**src/rtl/adpcm_params.svh**
```systemverilog
// ----------------------------------------------------------
// Build constants for the six-channel ADPCM-B decoder
// Include in any RTL or testbench file that sizes its logic
// from the channel count, sample width or step limits
// ----------------------------------------------------------
`ifndef ADPCM_PARAMS_SVH
`define ADPCM_PARAMS_SVH

// Channel count, equal to the decode ring depth
`define ADPCM_CHANNELS 6

// Width of a channel index
`define ADPCM_CHW 3

// Sample and step widths
`define ADPCM_XW 16
`define ADPCM_STEPW 15

// Step size limits applied in stage IV
`define ADPCM_STEP_MIN 127
`define ADPCM_STEP_MAX 24576

// clk cycles per enable tick
`define ADPCM_CEN_DIV 4

`endif
```
**src/rtl/adpcm_pkg.sv**
```systemverilog
// ----------------------------------------------------------
// Shared types for the ADPCM-B decoder
// Slot and channel output structs, used by RTL and testbench
// through scoped names
// ----------------------------------------------------------
`default_nettype none

`include "adpcm_params.svh"

package adpcm_pkg;

    // Decoded sample, two's complement
    typedef logic signed [`ADPCM_XW-1:0] sample_t;

    // Adaptive step size, always positive
    typedef logic [`ADPCM_STEPW-1:0] step_t;

    // Channel entering stage I on a cen tick
    typedef struct packed {
        logic [3:0]            code;  // Bit 3 sign, bits 2:0 magnitude
        logic                  on;    // Channel enabled
        logic [`ADPCM_CHW-1:0] chan;  // Slot index
    } slot_t;

    // Decoded sample leaving the ring
    typedef struct packed {
        sample_t               sample;
        logic [`ADPCM_CHW-1:0] chan;   // Owner of this sample
        logic                  valid;  // Low until the ring has filled
    } chan_out_t;

endpackage

`default_nettype wire

```
**src/rtl/adpcm_top.sv**
```systemverilog
// ----------------------------------------------------------
// Six-channel ADPCM-B decoder top level
// Host writes per-channel codes; decoded samples come out
// per channel and as a saturated frame mix
// ----------------------------------------------------------
`timescale 1ns/1ns
`default_nettype none

`include "adpcm_params.svh"

module adpcm_top (
    input  wire                  clk,
    input  wire                  rst_n,
    input  wire                  wr,
    input  wire [`ADPCM_CHW-1:0] wr_chan,
    input  wire [4:0]            wr_code,      // {on, code[3:0]}
    output wire                  frame_start,
    output adpcm_pkg::chan_out_t chan_out,
    output adpcm_pkg::sample_t   mix,
    output wire                  mix_valid
);

    wire                   cen;
    wire adpcm_pkg::slot_t slot;

    // Clock enable, slot order and host registers
    adpcm_chan_seq adpcm_chan_seq_i (
        .clk         (clk),
        .rst_n       (rst_n),
        .wr          (wr),
        .wr_chan     (wr_chan),
        .wr_code     (wr_code),
        .cen         (cen),
        .frame_start (frame_start),
        .slot        (slot)
    );

    // Shared decode ring
    adpcm_step_pipe adpcm_step_pipe_i (
        .clk      (clk),
        .rst_n    (rst_n),
        .cen      (cen),
        .slot     (slot),
        .chan_out (chan_out)
    );

    adpcm_mixer adpcm_mixer_i (
        .clk       (clk),
        .rst_n     (rst_n),
        .cen       (cen),
        .chan_out  (chan_out),   // Also a top-level output
        .mix       (mix),
        .mix_valid (mix_valid)
    );

endmodule

`default_nettype wire

```
**src/rtl/adpcm_mixer.sv**
```systemverilog
// ----------------------------------------------------------
// Frame mixer for the ADPCM-B decoder
// Sums the six channel samples of a frame, saturates to
// 16 bits and flags the result with a one-cycle mix_valid
// ----------------------------------------------------------
`timescale 1ns/1ns
`default_nettype none

`include "adpcm_params.svh"

module adpcm_mixer (
    input  wire                       clk,
    input  wire                       rst_n,
    input  wire                       cen,
    input  wire adpcm_pkg::chan_out_t chan_out,
    output adpcm_pkg::sample_t        mix,
    output logic                      mix_valid
);

    localparam int XW  = `ADPCM_XW;
    localparam int CHW = `ADPCM_CHW;
    localparam int AW  = XW + 3;    // Room for six full-scale samples

    localparam logic signed [AW-1:0] SUM_MAX = {{(AW-XW+1){1'b0}}, {(XW-1){1'b1}}};
    localparam logic signed [AW-1:0] SUM_MIN = {{(AW-XW+1){1'b1}}, {(XW-1){1'b0}}};

    logic signed [AW-1:0] acc;      // Running frame sum
    logic signed [AW-1:0] sum;
    logic                 last_chan;
    adpcm_pkg::sample_t   sum_sat;

    assign sum = acc + {{(AW-XW){chan_out.sample[XW-1]}}, chan_out.sample};

    assign last_chan = chan_out.valid && (chan_out.chan == CHW'(`ADPCM_CHANNELS - 1));

    always_comb begin
        if (sum > SUM_MAX)
            sum_sat = SUM_MAX[XW-1:0];  // Positive clip
        else if (sum < SUM_MIN)
            sum_sat = SUM_MIN[XW-1:0];  // Negative clip
        else
            sum_sat = sum[XW-1:0];
    end

    always_ff @(posedge clk or negedge rst_n) begin
        if (!rst_n) begin
            acc       <= '0;
            mix       <= '0;
            mix_valid <= 1'b0;
        end else begin
            mix_valid <= 1'b0;                  // Single clk pulse
            if (cen && chan_out.valid) begin
                if (last_chan) begin
                    mix       <= sum_sat;
                    mix_valid <= 1'b1;
                    acc       <= '0;            // Next frame starts clean
                end else begin
                    acc <= sum;
                end
            end
        end
    end

endmodule

`default_nettype wire

```
**src/rtl/adpcm_chan_seq.sv**
```systemverilog
// ----------------------------------------------------------
// Channel sequencer for the ADPCM-B decode ring
// Divides clk into cen, walks slots 0..5 and presents each
// channel's host-written code and on bit on its tick
// ----------------------------------------------------------
`timescale 1ns/1ns
`default_nettype none

`include "adpcm_params.svh"

module adpcm_chan_seq (
    input  wire                  clk,
    input  wire                  rst_n,
    input  wire                  wr,
    input  wire [`ADPCM_CHW-1:0] wr_chan,
    input  wire [4:0]            wr_code,      // {on, code[3:0]}
    output logic                 cen,
    output logic                 frame_start,
    output adpcm_pkg::slot_t     slot
);

    localparam int CHW  = `ADPCM_CHW;
    localparam int DIVW = (`ADPCM_CEN_DIV > 1) ? $clog2(`ADPCM_CEN_DIV) : 1;

    logic [DIVW-1:0] div_cnt;
    logic            div_last;
    logic [CHW-1:0]  slot_cnt;
    logic [4:0]      chan_reg [`ADPCM_CHANNELS];  // Host view of each channel
    logic [4:0]      cur_reg;

    assign div_last = (div_cnt == DIVW'(`ADPCM_CEN_DIV - 1));

    // Enable divider, cen registered so it is glitch free
    always_ff @(posedge clk or negedge rst_n) begin
        if (!rst_n) begin
            div_cnt <= '0;
            cen     <= 1'b0;
        end else begin
            cen <= div_last;
            if (div_last)
                div_cnt <= '0;
            else
                div_cnt <= div_cnt + 1'b1;
        end
    end

    // Slot counter, moves on each tick and wraps at the last channel
    always_ff @(posedge clk or negedge rst_n) begin
        if (!rst_n) begin
            slot_cnt <= '0;
        end else if (cen) begin
            if (slot_cnt == CHW'(`ADPCM_CHANNELS - 1))
                slot_cnt <= '0;
            else
                slot_cnt <= slot_cnt + 1'b1;
        end
    end

    // Host writes, out of range index dropped
    always_ff @(posedge clk or negedge rst_n) begin
        if (!rst_n) begin
            for (int i = 0; i < `ADPCM_CHANNELS; i++)
                chan_reg[i] <= '0;               // All channels off
        end else if (wr && (wr_chan <= CHW'(`ADPCM_CHANNELS - 1))) begin
            chan_reg[wr_chan] <= wr_code;
        end
    end

    // Read through, so a write lands on the channel's very next tick
    assign cur_reg = chan_reg[slot_cnt];

    always_comb begin
        slot.code = cur_reg[3:0];
        slot.on   = cur_reg[4];
        slot.chan = slot_cnt;
    end

    assign frame_start = cen && (slot_cnt == '0);  // Slot 0 entering

endmodule

`default_nettype wire

```
**src/rtl/adpcm_step_pipe.sv**
```systemverilog
// ----------------------------------------------------------
// Six-stage ADPCM-B decode ring shared by all channels
// One code enters per cen tick; its result shows on chan_out
// five ticks later and re-enters stage I on the next slot
// ----------------------------------------------------------
`timescale 1ns/1ns
`default_nettype none

`include "adpcm_params.svh"

module adpcm_step_pipe (
    input  wire                   clk,
    input  wire                   rst_n,
    input  wire                   cen,
    input  wire adpcm_pkg::slot_t slot,
    output adpcm_pkg::chan_out_t  chan_out
);

    localparam int XW  = `ADPCM_XW;
    localparam int STW = `ADPCM_STEPW;
    localparam int CHW = `ADPCM_CHW;

    // Sample limits at the stage III width
    localparam logic signed [XW+1:0] X4_MAX = {3'b000, {(XW-1){1'b1}}};
    localparam logic signed [XW+1:0] X4_MIN = {3'b111, {(XW-1){1'b0}}};

    // Stage I outputs
    logic [3:0]          mag2;   // Odd magnitude 1..15
    logic                sign2;
    adpcm_pkg::sample_t  x2;
    adpcm_pkg::step_t    step2;
    logic                on2;
    logic [CHW-1:0]      ch2;
    logic                v2;

    // Stage II outputs
    logic [STW:0]        off3;   // Offset, step*mag/8
    logic                sign3;
    adpcm_pkg::sample_t  x3;
    logic [STW+1:0]      step3;  // Unclamped next step
    logic                on3;
    logic [CHW-1:0]      ch3;
    logic                v3;

    // Stage III outputs
    logic signed [XW+1:0] x4;    // Two guard bits
    logic [STW+1:0]       step4;
    logic                 on4;
    logic [CHW-1:0]       ch4;
    logic                 v4;

    // Stage IV to VI, ring closes at x1/step1
    adpcm_pkg::sample_t  x5, x6, x1;
    adpcm_pkg::step_t    step5, step6, step1;
    logic [CHW-1:0]      ch5, ch6, ch1;
    logic                v5, v6, v1;

    // Stage II arithmetic
    logic [7:0]          step_fac;
    logic [STW+3:0]      off_prod;   // 4 x 15 bits
    logic [STW+7:0]      step_prod;  // 8 x 15 bits

    // Stage III operands
    logic signed [XW+1:0] x3_ext;
    logic signed [XW+1:0] off3_ext;

    always_comb begin
        // Step factor picked by code magnitude
        casez (mag2[3:1])
            3'b0??:  step_fac = 8'd57;
            3'b100:  step_fac = 8'd77;
            3'b101:  step_fac = 8'd102;
            3'b110:  step_fac = 8'd128;
            default: step_fac = 8'd153;
        endcase
        off_prod  = mag2 * step2;
        step_prod = step_fac * step2;
    end

    assign x3_ext   = {{2{x3[XW-1]}}, x3};          // Sign extend
    assign off3_ext = {{(XW+1-STW){1'b0}}, off3};   // Offset is unsigned

    always_ff @(posedge clk or negedge rst_n) begin
        if (!rst_n) begin
            mag2  <= '0;
            sign2 <= 1'b0;
            x2    <= '0;
            step2 <= '0;
            on2   <= 1'b0;
            ch2   <= '0;
            v2    <= 1'b0;
            off3  <= '0;
            sign3 <= 1'b0;
            x3    <= '0;
            step3 <= '0;
            on3   <= 1'b0;
            ch3   <= '0;
            v3    <= 1'b0;
            x4    <= '0;
            step4 <= '0;
            on4   <= 1'b0;
            ch4   <= '0;
            v4    <= 1'b0;
            x5    <= '0;
            step5 <= '0;
            ch5   <= '0;
            v5    <= 1'b0;
            x6    <= '0;
            step6 <= '0;
            ch6   <= '0;
            v6    <= 1'b0;
            x1    <= '0;
            step1 <= '0;
            ch1   <= '0;
            v1    <= 1'b0;
        end else if (cen) begin
            // I  new code meets the channel's looped state
            mag2  <= {slot.code[2:0], 1'b1};
            sign2 <= slot.code[3];
            x2    <= x1;
            step2 <= step1;
            on2   <= slot.on;
            ch2   <= slot.chan;
            v2    <= 1'b1;

            // II  offset and next step
            off3  <= off_prod[STW+3:3];    // Divide by 8
            sign3 <= sign2;
            x3    <= x2;
            step3 <= step_prod[STW+7:6];   // Divide by 64
            on3   <= on2;
            ch3   <= ch2;
            v3    <= v2;

            // III
            x4    <= sign3 ? (x3_ext - off3_ext) : (x3_ext + off3_ext);
            step4 <= step3;
            on4   <= on3;
            ch4   <= ch3;
            v4    <= v3;

            // IV  limits, off channel resets to zero
            if (on4) begin
                if (x4 > X4_MAX)
                    x5 <= X4_MAX[XW-1:0];  // 16'h7FFF
                else if (x4 < X4_MIN)
                    x5 <= X4_MIN[XW-1:0];  // 16'h8000
                else
                    x5 <= x4[XW-1:0];

                if (step4 < (STW+2)'(`ADPCM_STEP_MIN))
                    step5 <= STW'(`ADPCM_STEP_MIN);
                else if (step4 > (STW+2)'(`ADPCM_STEP_MAX))
                    step5 <= STW'(`ADPCM_STEP_MAX);
                else
                    step5 <= step4[STW-1:0];
            end else begin
                x5    <= '0;
                step5 <= '0;
            end
            ch5   <= ch4;
            v5    <= v4;

            // V  pad
            x6    <= x5;
            step6 <= step5;
            ch6   <= ch5;
            v6    <= v5;

            // VI  back round to stage I
            x1    <= x6;
            step1 <= step6;
            ch1   <= ch6;
            v1    <= v6;
        end
    end

    always_comb begin
        chan_out.sample = x1;
        chan_out.chan   = ch1;   // Index rode along with the data
        chan_out.valid  = v1;
    end

endmodule

`default_nettype wire

```
**config.mk**
```make
export PLATFORM = sky130hd
export DESIGN_NAME = adpcm_top
export DESIGN_NICKNAME = d
export VERILOG_FILES = /design/src/rtl/adpcm_pkg.sv /design/src/rtl/adpcm_top.sv /design/src/rtl/adpcm_mixer.sv /design/src/rtl/adpcm_chan_seq.sv /design/src/rtl/adpcm_step_pipe.sv
export VERILOG_INCLUDE_DIRS = /design/src /design/src/rtl
export SDC_FILE = /design/constraint.sdc
export NUM_CORES = 1
export LEC_CHECK = 0
export BUFFER_PORTS_ARGS = -buffer_cell sky130_fd_sc_hd__buf_2
export CORE_MARGIN = 2
export CORE_UTILIZATION = 39
export DETAILED_ROUTE_END_ITERATION = 6
export PLACE_DENSITY_LB_ADDON = 0.08
export RECOVER_POWER = 100
export SETUP_SLACK_MARGIN = 0.15
export SLEW_MARGIN = 20
export SYNTH_ARGS = -nofsm -noshare
export SYNTH_HDL_FRONTEND = slang
export SYNTH_SLANG_ARGS = --single-unit
```
**constraint.sdc**
```tcl
create_clock -name clk -period 7.5 [get_ports clk]
set_input_delay 1.125 -clock clk [delete_from_list [all_inputs] [get_ports clk]]
set_output_delay 1.125 -clock clk [all_outputs]
set_load 0.02 [all_outputs]
```
======== Word level (Yosys, flattened, before mapping) ========
Cells that the tools add are included.
cells by class
  add/subtract/negate cells ............... 5
  multipliers ............................. 2
  magnitude comparators ................... 10
  equal/unequal tests ..................... 6
  mux-type cells .......................... 21
  bitwise logic cells ..................... 3
  reductions and logical operators ........ 7
operators by type and width
  kind                                                                               count
  16-bit 2-to-1 mux                                                                  5
  15-bit 2-to-1 mux                                                                  3
  8-bit case mux with 4 select lines                                                 1
  30-bit bitwise mux                                                                 1
  8-bit by 15-bit multiplier with 23-bit output                                      1
  19-bit adder                                                                       1
  19-bit by 16-bit greater-than comparator with 1-bit output, second input constant  1
  19-bit by 16-bit < comparator with 1-bit output, second input constant             1
  4-bit by 15-bit multiplier with 19-bit output                                      1
  19-bit 2-to-1 mux                                                                  1
  16-bit by 17-bit adder with 18-bit output                                          1
  18-bit by 16-bit greater-than comparator with 1-bit output, second input constant  1
  18-bit by 16-bit < comparator with 1-bit output, second input constant             1
  18-bit 2-to-1 mux                                                                  1
  16-bit by 17-bit subtractor with 18-bit output                                     1
  17-bit by 15-bit greater-than comparator with 1-bit output, second input constant  1
  17-bit by 7-bit < comparator with 1-bit output, second input constant              1
  5-bit binary-select mux with 3-bit select                                          1
  5-bit demux with 3-bit select                                                      1
  3-bit equality test, second input constant                                         5
  5-bit 2-to-1 mux                                                                   3
  4-bit >= comparator, second input constant                                         2
  3-bit NOT with 4-bit output                                                        2
  1-bit logical AND                                                                  5
  11 further kinds                                                                   12
storage, ports and cells
  flip-flop bits (word level) ............. 313
  output and inout port bits .............. 38
  logic and storage cells ................. 97

======== Depth between registers and ports, before layout ========
Gate-level depths: netlist (run 1).
  word-level depth ........................ 6
  mapped depth ............................ 25

======== Modules after synthesis ========
From an unflattened synthesis (run 1), not the netlist that was laid out.
unflattened totals
  cells, all modules ...................... 1742
  area total of the unflattened synthesis .. 19412.4 um^2
modules (own cells, without submodules)
  module           times used  cells an instance  area each (um^2)  sequential area each (um^2)
  adpcm_step_pipe  1           1364               15263.4           6005.8
  adpcm_mixer      1           262                2478.6            900.9
  adpcm_chan_seq   1           116                1670.4            900.9

======== Worst setup path after synthesis (run 1) ========
OpenSTA, ideal clock, no wires.
  path type ............................... flip-flop to flip-flop
  start point ............................. reg adpcm_step_pipe_i.mag2[1]
  end point ............................... reg adpcm_step_pipe_i.step3[14]
  library setup time ...................... 125 ps
  arrival time ............................ 5820 ps
  slack ................................... 1555 ps
  cell stages (with the launch flop) ...... 24
  path through ............................ dfrtp_1 -> clkbuf_1 -> nor2b_1 -> clkbuf_1 -> o21ai_0 -> clkbuf_1 -> nand2_1 -> inv_1 -> fa_1 -> fa_1 -> fa_1 -> inv_1 -> fa_1 -> inv_1 -> ha_1 -> o21ai_0 -> nand2b_1 -> a41oi_1 -> o21ai_1 -> a2111oi_0 -> nor2_1 -> a21oi_1 -> xnor2_1 -> mux2_2
between the ends
  longest elaborated chain between the ends .. 3
  elaborated cells on any way between the ends .. 5
  classes of those cells .................. mul (1); eq/ne (3); mux (1)
RTL lines
  item                                               RTL line                text
  start, declared                                    adpcm_step_pipe.sv:28   logic [3:0] mag2;
  start signal, assigned                             adpcm_step_pipe.sv:118  mag2 <= {slot.code[2:0], 1'b1};
  3-bit equality test                                adpcm_step_pipe.sv:69   casez (mag2[3:1])
  8-bit case mux with 4 select lines (*)             adpcm_step_pipe.sv:69
  8-bit by 15-bit multiplier with 23-bit output (*)  adpcm_step_pipe.sv:77   step_prod = step_fac * step2;
  end signal, assigned                               adpcm_step_pipe.sv:130  step3 <= step_prod[STW+7:6];
  end, declared                                      adpcm_step_pipe.sv:40   logic [STW+1:0] step3;
Mark *: on every way between the ends. The rest lies on a longest branch, timed or not.
A chain may end at the register's enable or synchronous reset.

======== Worst setup path in the final report (run 1) ========
  start point ............................. reg adpcm_step_pipe_i.mag2[2]
  end point ............................... reg adpcm_step_pipe_i.step3[16]
Same word-level chain as after synthesis.

==> results of run 1 <==
synthesized netlist by cell type (6+ instances only):
master / n / area share [%]
and3_1: 19 / 0.63
nor2b_1: 25 / 0.83
o2bb2ai_1: 24 / 1.1
nand2b_1: 9 / 0.30
nand2_1: 98 / 1.9
and2_1: 40 / 1.3
inv_1: 168 / 3.3
clkbuf_1: 69 / 1.4
nand3_1: 23 / 0.61
or3_1: 7 / 0.23
a221oi_1: 6 / 0.28
nor4_1: 8 / 0.27
a22o_1: 19 / 0.88
fa_1: 101 / 11
ha_1: 102 / 6.8
xor2_1: 12 / 0.56
a221o_1: 16 / 0.85
mux2_2: 218 / 13
or2_2: 7 / 0.23
o21ai_0: 33 / 0.87
dfrtp_1: 312 / 41
a21oi_1: 59 / 1.6
o21bai_1: 7 / 0.28
nor3_1: 22 / 0.58
o31ai_1: 6 / 0.24
xnor2_1: 59 / 2.7
a21o_1: 15 / 0.60
nor2_1: 97 / 1.9
path summary, 6_finish.rpt:
path                                               endpoint                        start  slack [ns]
max in group asynchronous        adpcm_step_pipe_i.step1[1]                        rst_n        1.55
worst max register to register  adpcm_step_pipe_i.step3[16]    adpcm_step_pipe_i.mag2[2]        0.90
min in group asynchronous              adpcm_mixer_i.mix[8]                        rst_n        2.83
worst max-delay path            adpcm_step_pipe_i.step3[16]    adpcm_step_pipe_i.mag2[2]        0.90
worst min register to register  adpcm_chan_seq_i.div_cnt[0]  adpcm_chan_seq_i.div_cnt[0]        0.42
worst min-delay path            adpcm_chan_seq_i.div_cnt[0]  adpcm_chan_seq_i.div_cnt[0]        0.42
power by group:
part | switching (mW) | total (mW) | internal, mW
Sequential | 0.288 | 2.25 | 1.97
Combinational | 1.16 | 2.08 | 0.925
Clock | 0.711 | 1.81 | 1.10
layout make-up:
type	count	area share (%)
Clock buffer	54	5.135
Clock inverter	12	0.7310
Inverter	168	3.020
Multi-Input combinational cell	1114	48.57
Sequential cell	312	37.39
Tap cell	615	3.685
Timing Repair Buffer	62	1.468
metal layers:
layer / part of all wire, % / track usage, % / up-vias / wire [um]
met5: 0 / 0 / - / 0
met4: 1.8 / 4.237 / 0 / 770
met3: 2.4 / 2.269 / 50 / 997
met2: 49 / 29.03 / 128 / 20660
met1: 47 / 23.90 / 6117 / 19770
li1: - / - / 5784 / -
critical path, delay by kind of cell, from the launching register on:
family / cells / cell delay [ns]
AO/OA/AOI/OAI: 8 / 2.15
XOR/XNOR: 1 / 0.13
adder cells (fa/ha/maj): 5 / 2.37
buffers and inverters: 4 / 0.22
flip-flops: 1 / 0.50
AND/OR/NAND/NOR: 3 / 0.91
metrics by stage:
step	util [%]	cells
5_1_grt	43.74	2337
3_3_place_gp	41.33	2271
3_5_place_dp	41.33	2271
4_1_cts	43.90	2337
2_1_floorplan	-	1670
6_report	43.74	2337
logic make-up after synthesis:
logic type	Yosys count	synth area share [%]
AO/OA/AOI/OAI	236	9.322
XOR/XNOR	71	3.293
adder cells (fa/ha/maj)	203	17.46
buffers and inverters	244	4.949
flip-flops	312	41.34
multiplexers	225	13.70
AND/OR/NAND/NOR	379	9.931
==> flow_summary.toml, run 1 <==
[status]
status = "finished with violations"
failed_checks = "capacitance limit, slew limit"

[global_route]
grt_pass1_wl_mm = 69.14
antenna_found_initial = 0
track_usage_pct = 17.35
grt_pass1_vias = 12390
grt.overflow.total = 0
grt_max_degree = 174

[timing]
worst_slack_ns = 0.8984
fmax_mhz = 151.5
fin_skew_ns = 0.01295
max_slew_margin_pct = -263.5
slew_viol_final = 402
finalSetupViolCount = 0
tightestPinTransition_ns = 5.452
fin_crit_ns = 6.602
rsz0062_at_grt = "false"
fin_crit_sh_pct = 88.02
finalHoldViolCount = 0
whs_ns = 0.4233
tns_ns = 0

[floorplan]
rows = 80
core_region_area_mm2 = 0.04775
die_y_um = 224.1
die_area_mm2 = 0.05020
die_w_um = 224.1
num_io_pins = 49
start_util_pct = 39.55

[drt]
drcViolationCount = 0
ant_nets = 0
firstDrtPassIters = 5
post_drt_via_cell_ratio = 5.169
totalWireLength_mm = 42.20
vias = 12080
first_iter_violations = 620
detail_route.wl_per_cell_um = 18.06

[logic_synthesis]
ys_seq_elements = 312
synth_edf_count = 0
netlist_area_mm2 = 0.01889
yosys_warnings = 0
ys_seq_area_share_pct = 41.34
postSynthCellCount = 1670
ys.flop_type = "dfrtp_1"
syn_area_per_cell_um2 = 11.31
async_flop_share_pct = 100.0
synthDistinctLibCells = 70
syn-num-nets = 1884

[layout]
final_common_cell = "dfrtp_1"
multi_input_area_mm2 = 0.01014
seq_area_mm2 = 0.007807
largest_register_ffs = 30
most-common-layout-cells = "dfrtp_1, mux2_2, inv_1"
fin_area_mm2 = 0.02088
diodes = 0
nFillCells = 4597
area_growth_syn_to_layout_pct = 10.57
nets = 1910
drive_above_1_share_pct = 18.76

[cts]
postCtsResizedCells = 0
cts-buffers-inserted = 38
htreeDepth = 2
post_cts_buffers = 0
hold_buffers = 0
clockRootBuffer = "clkbuf_16"
numClockSinks = 312
cts_buffer_depth = 3
cts_tree = "built"
insertion_delay_ns = 0.54
clk_pin_slew_ns = 0.06

[pwr]
p_total_mw = 6.145
power.density_mw_per_mm2 = 294.3
p_leak_nw = 10.08
ir_drop_v = 0.0001861

[place]
dp_hpwl_mm = 30.51
post-place-ws_ns = 1.100
place_area_mm2 = 0.01974
portBuffers = 48
routabilityCongestion = 0.8126

[critical_path]
crit_fanout = 15
crit_type = "reg -> reg"
rr_worst_depth = 21
critPathLaunchType = "flop"
slowest_delay_ns = 0.69
endpoint_kind = "flop"
cp_cell_sequence = "nand2b_1 > nand2_1 > and2_0 > fa_1 > inv_1 > fa_1 > inv_1 > fa_1 > inv_1 > fa_1 > inv_1 > ha_1 > o21ai_0 > o21ai_0 > a41oi_1 > o21ai_0 > a2111oi_0 > o31ai_1 > a21oi_1 > xnor2_1 > a21oi_1"
cp.required_ns = 7.73
crit_slowest_cell = "a2111oi_0"
cp.arrival_ns = 6.83

[flow_run]
cap_violations = 4

[worst_hold_path]
holdPathStages = 1
hold_path_class = "reg -> reg"
Note: power is estimated with default switching activity, not from simulation.
==> inputs of run 2 (changes only) <==
--- a/config.mk
+++ b/config.mk
@@ -7,8 +7,11 @@
 export NUM_CORES = 1
 export LEC_CHECK = 0
 export BUFFER_PORTS_ARGS = -buffer_cell sky130_fd_sc_hd__buf_2
+export CELL_PAD_IN_SITES_DETAIL_PLACEMENT = 0
+export CELL_PAD_IN_SITES_GLOBAL_PLACEMENT = 2
 export CORE_MARGIN = 2
 export CORE_UTILIZATION = 39
+export CTS_BUF_LIST = sky130_fd_sc_hd__clkbuf_16
 export DETAILED_ROUTE_END_ITERATION = 6
 export PLACE_DENSITY_LB_ADDON = 0.08
 export RECOVER_POWER = 100
==> run 2 against run 1 <==
Power fell by 0.73%. Clock-buffer cell count fell by 15. Via count fell by 0.89%. Die area did not move. The run still ends with capacitance limit, slew limit left. Worst setup slack got worse by 0.052 ns. Final area fell by 0.31%.
==> flow_summary.toml, run 2 (synthesized netlist as in run 1, its figures left out) <==
[timing]
slew_viol_final = 385
finalSetupViolCount = 0
whs_ns = 0.4195
max_slew_margin_pct = -257.1
tightestPinTransition_ns = 5.357
rsz0062_at_grt = "false"
worst_slack_ns = 0.8463
fin_skew_ns = 0.02954
fmax_mhz = 150.3
fin_crit_ns = 6.654
tns_ns = 0
fin_crit_sh_pct = 88.72
finalHoldViolCount = 0

[layout]
seq_area_mm2 = 0.007807
fin_area_mm2 = 0.02082
final_cells = 2343
area_growth_syn_to_layout_pct = 10.23
largest_register_ffs = 30
diodes = 0
drive_above_1_share_pct = 18.52
final_common_cell = "dfrtp_1"
multi_input_area_mm2 = 0.01013
most-common-layout-cells = "dfrtp_1, mux2_2, inv_1"
nets = 1916
nFillCells = 4597

[floorplan]
die_y_um = 224.1
rows = 80
num_io_pins = 49
die_area_mm2 = 0.05020
start_util_pct = 39.55
die_w_um = 224.1
core_region_area_mm2 = 0.04775

[critical_path]
cp.arrival_ns = 6.93
crit_start = "adpcm_step_pipe_i.mag2[1]"
crit_slowest_cell = "a2111oi_0"
rrSetupSlack_ns = 0.85
path_buf_inv = 4
critPathLaunchType = "flop"
rr_startpoint = "adpcm_step_pipe_i.mag2[1]"
crit_type = "reg -> reg"
slowest_delay_ns = 0.68
crit_fanout = 15
path_delay_family = "adder cells"
endpoint_kind = "flop"
cp.required_ns = 7.77
cp_cell_sequence = "nand2b_1 > nand2_1 > and2_0 > fa_1 > inv_1 > fa_1 > inv_1 > fa_1 > inv_1 > fa_1 > inv_1 > ha_1 > o21ai_0 > o21ai_0 > a41oi_1 > o21ai_0 > a2111oi_0 > o31ai_1 > a21oi_1 > xnor2_1 > a21oi_1"

[place]
post-place-ws_ns = 0.9908
routabilityCongestion = 0.7909
dp_hpwl_mm = 31.31
place_area_mm2 = 0.01977
portBuffers = 48
dp_cells = 2277

[global_route]
grt.met2_usage_pct = 30.46
antenna_found_initial = 1
use_met3_pct = 2.256
grt_pass1_wl_mm = 71.24
grt_max_degree = 127
track_usage_pct = 18.06
grt.busiest_layer = "met2"
grt.overflow.total = 0
grt_pass1_vias = 12430
met1_usage_pct = 24.75

[drt]
firstDrtPassIters = 5
first_iter_violations = 595
detail_route.wl_per_cell_um = 18.53
post_drt_via_cell_ratio = 5.110
totalWireLength_mm = 43.42
drcViolationCount = 0
vias = 11970
ant_nets = 0

[cts]
postCtsResizedCells = 0
insertion_delay_ns = 0.55
hold_buffers = 0
post_cts_buffers = 0
clk_pin_slew_ns = 0.07
htreeDepth = 2
clockRootBuffer = "clkbuf_16"
numClockSinks = 312
cts_buffer_depth = 3
cts_tree = "built"
cts-buffers-inserted = 38

[worst_hold_path]
hold_start = "adpcm_chan_seq_i.div_cnt[0]"
hold_path_class = "reg -> reg"

[status]
failed_checks = "capacitance limit, slew limit"
status = "finished with violations"

[pwr]
power.density_mw_per_mm2 = 293.0
ir_drop_v = 0.0001616
p_leak_nw = 10.11

[flow_run]
cap_violations = 6
## run 2: final cells by class
type	count	area share, %
inverters	168	3.029
flip-flops and latches	312	37.50
repair buffers	68	1.653
clock buffers	39	4.688
well taps	615	3.696
multi-input cells	1114	48.67
clock inverters	27	0.7573
## run 2: power breakdown
part           internal [mW]  total, mW  switching (mW)
Combinational          0.931       2.16            1.23
Sequential              1.97       2.24           0.270
Clock                  0.977       1.70           0.723
Total                   3.87       6.10            2.23
## run 2: through the flow
step | utilization [%] | power, mW
3_5_place_dp | 41.41 | 4.507
4_1_cts | 43.78 | 6.266
6_report | 43.60 | 6.100
2_1_floorplan | - | 3.753
3_3_place_gp | 41.40 | 4.504
5_1_grt | 43.60 | 6.592
## run 2: routing by layer
metal | vias to the layer above | share of wire [%]
met5 | - | 0
met4 | 0 | 1.7
met3 | 46 | 2.3
met2 | 107 | 49
met1 | 6017 | 47
li1 | 5802 | -
## run 2: final timing paths
| path | cells after the start | end |
|---|---|---|
| worst max-delay path | 21 | adpcm_step_pipe_i.step3[16] |
| worst min-delay path | 1 | adpcm_chan_seq_i.div_cnt[0] |
| worst max register to register | 21 | adpcm_step_pipe_i.step3[16] |
| worst min register to register | 1 | adpcm_chan_seq_i.div_cnt[0] |
| max in group asynchronous | 2 | adpcm_step_pipe_i.step4[7] |
| min in group asynchronous | 1 | adpcm_mixer_i.mix[7] |
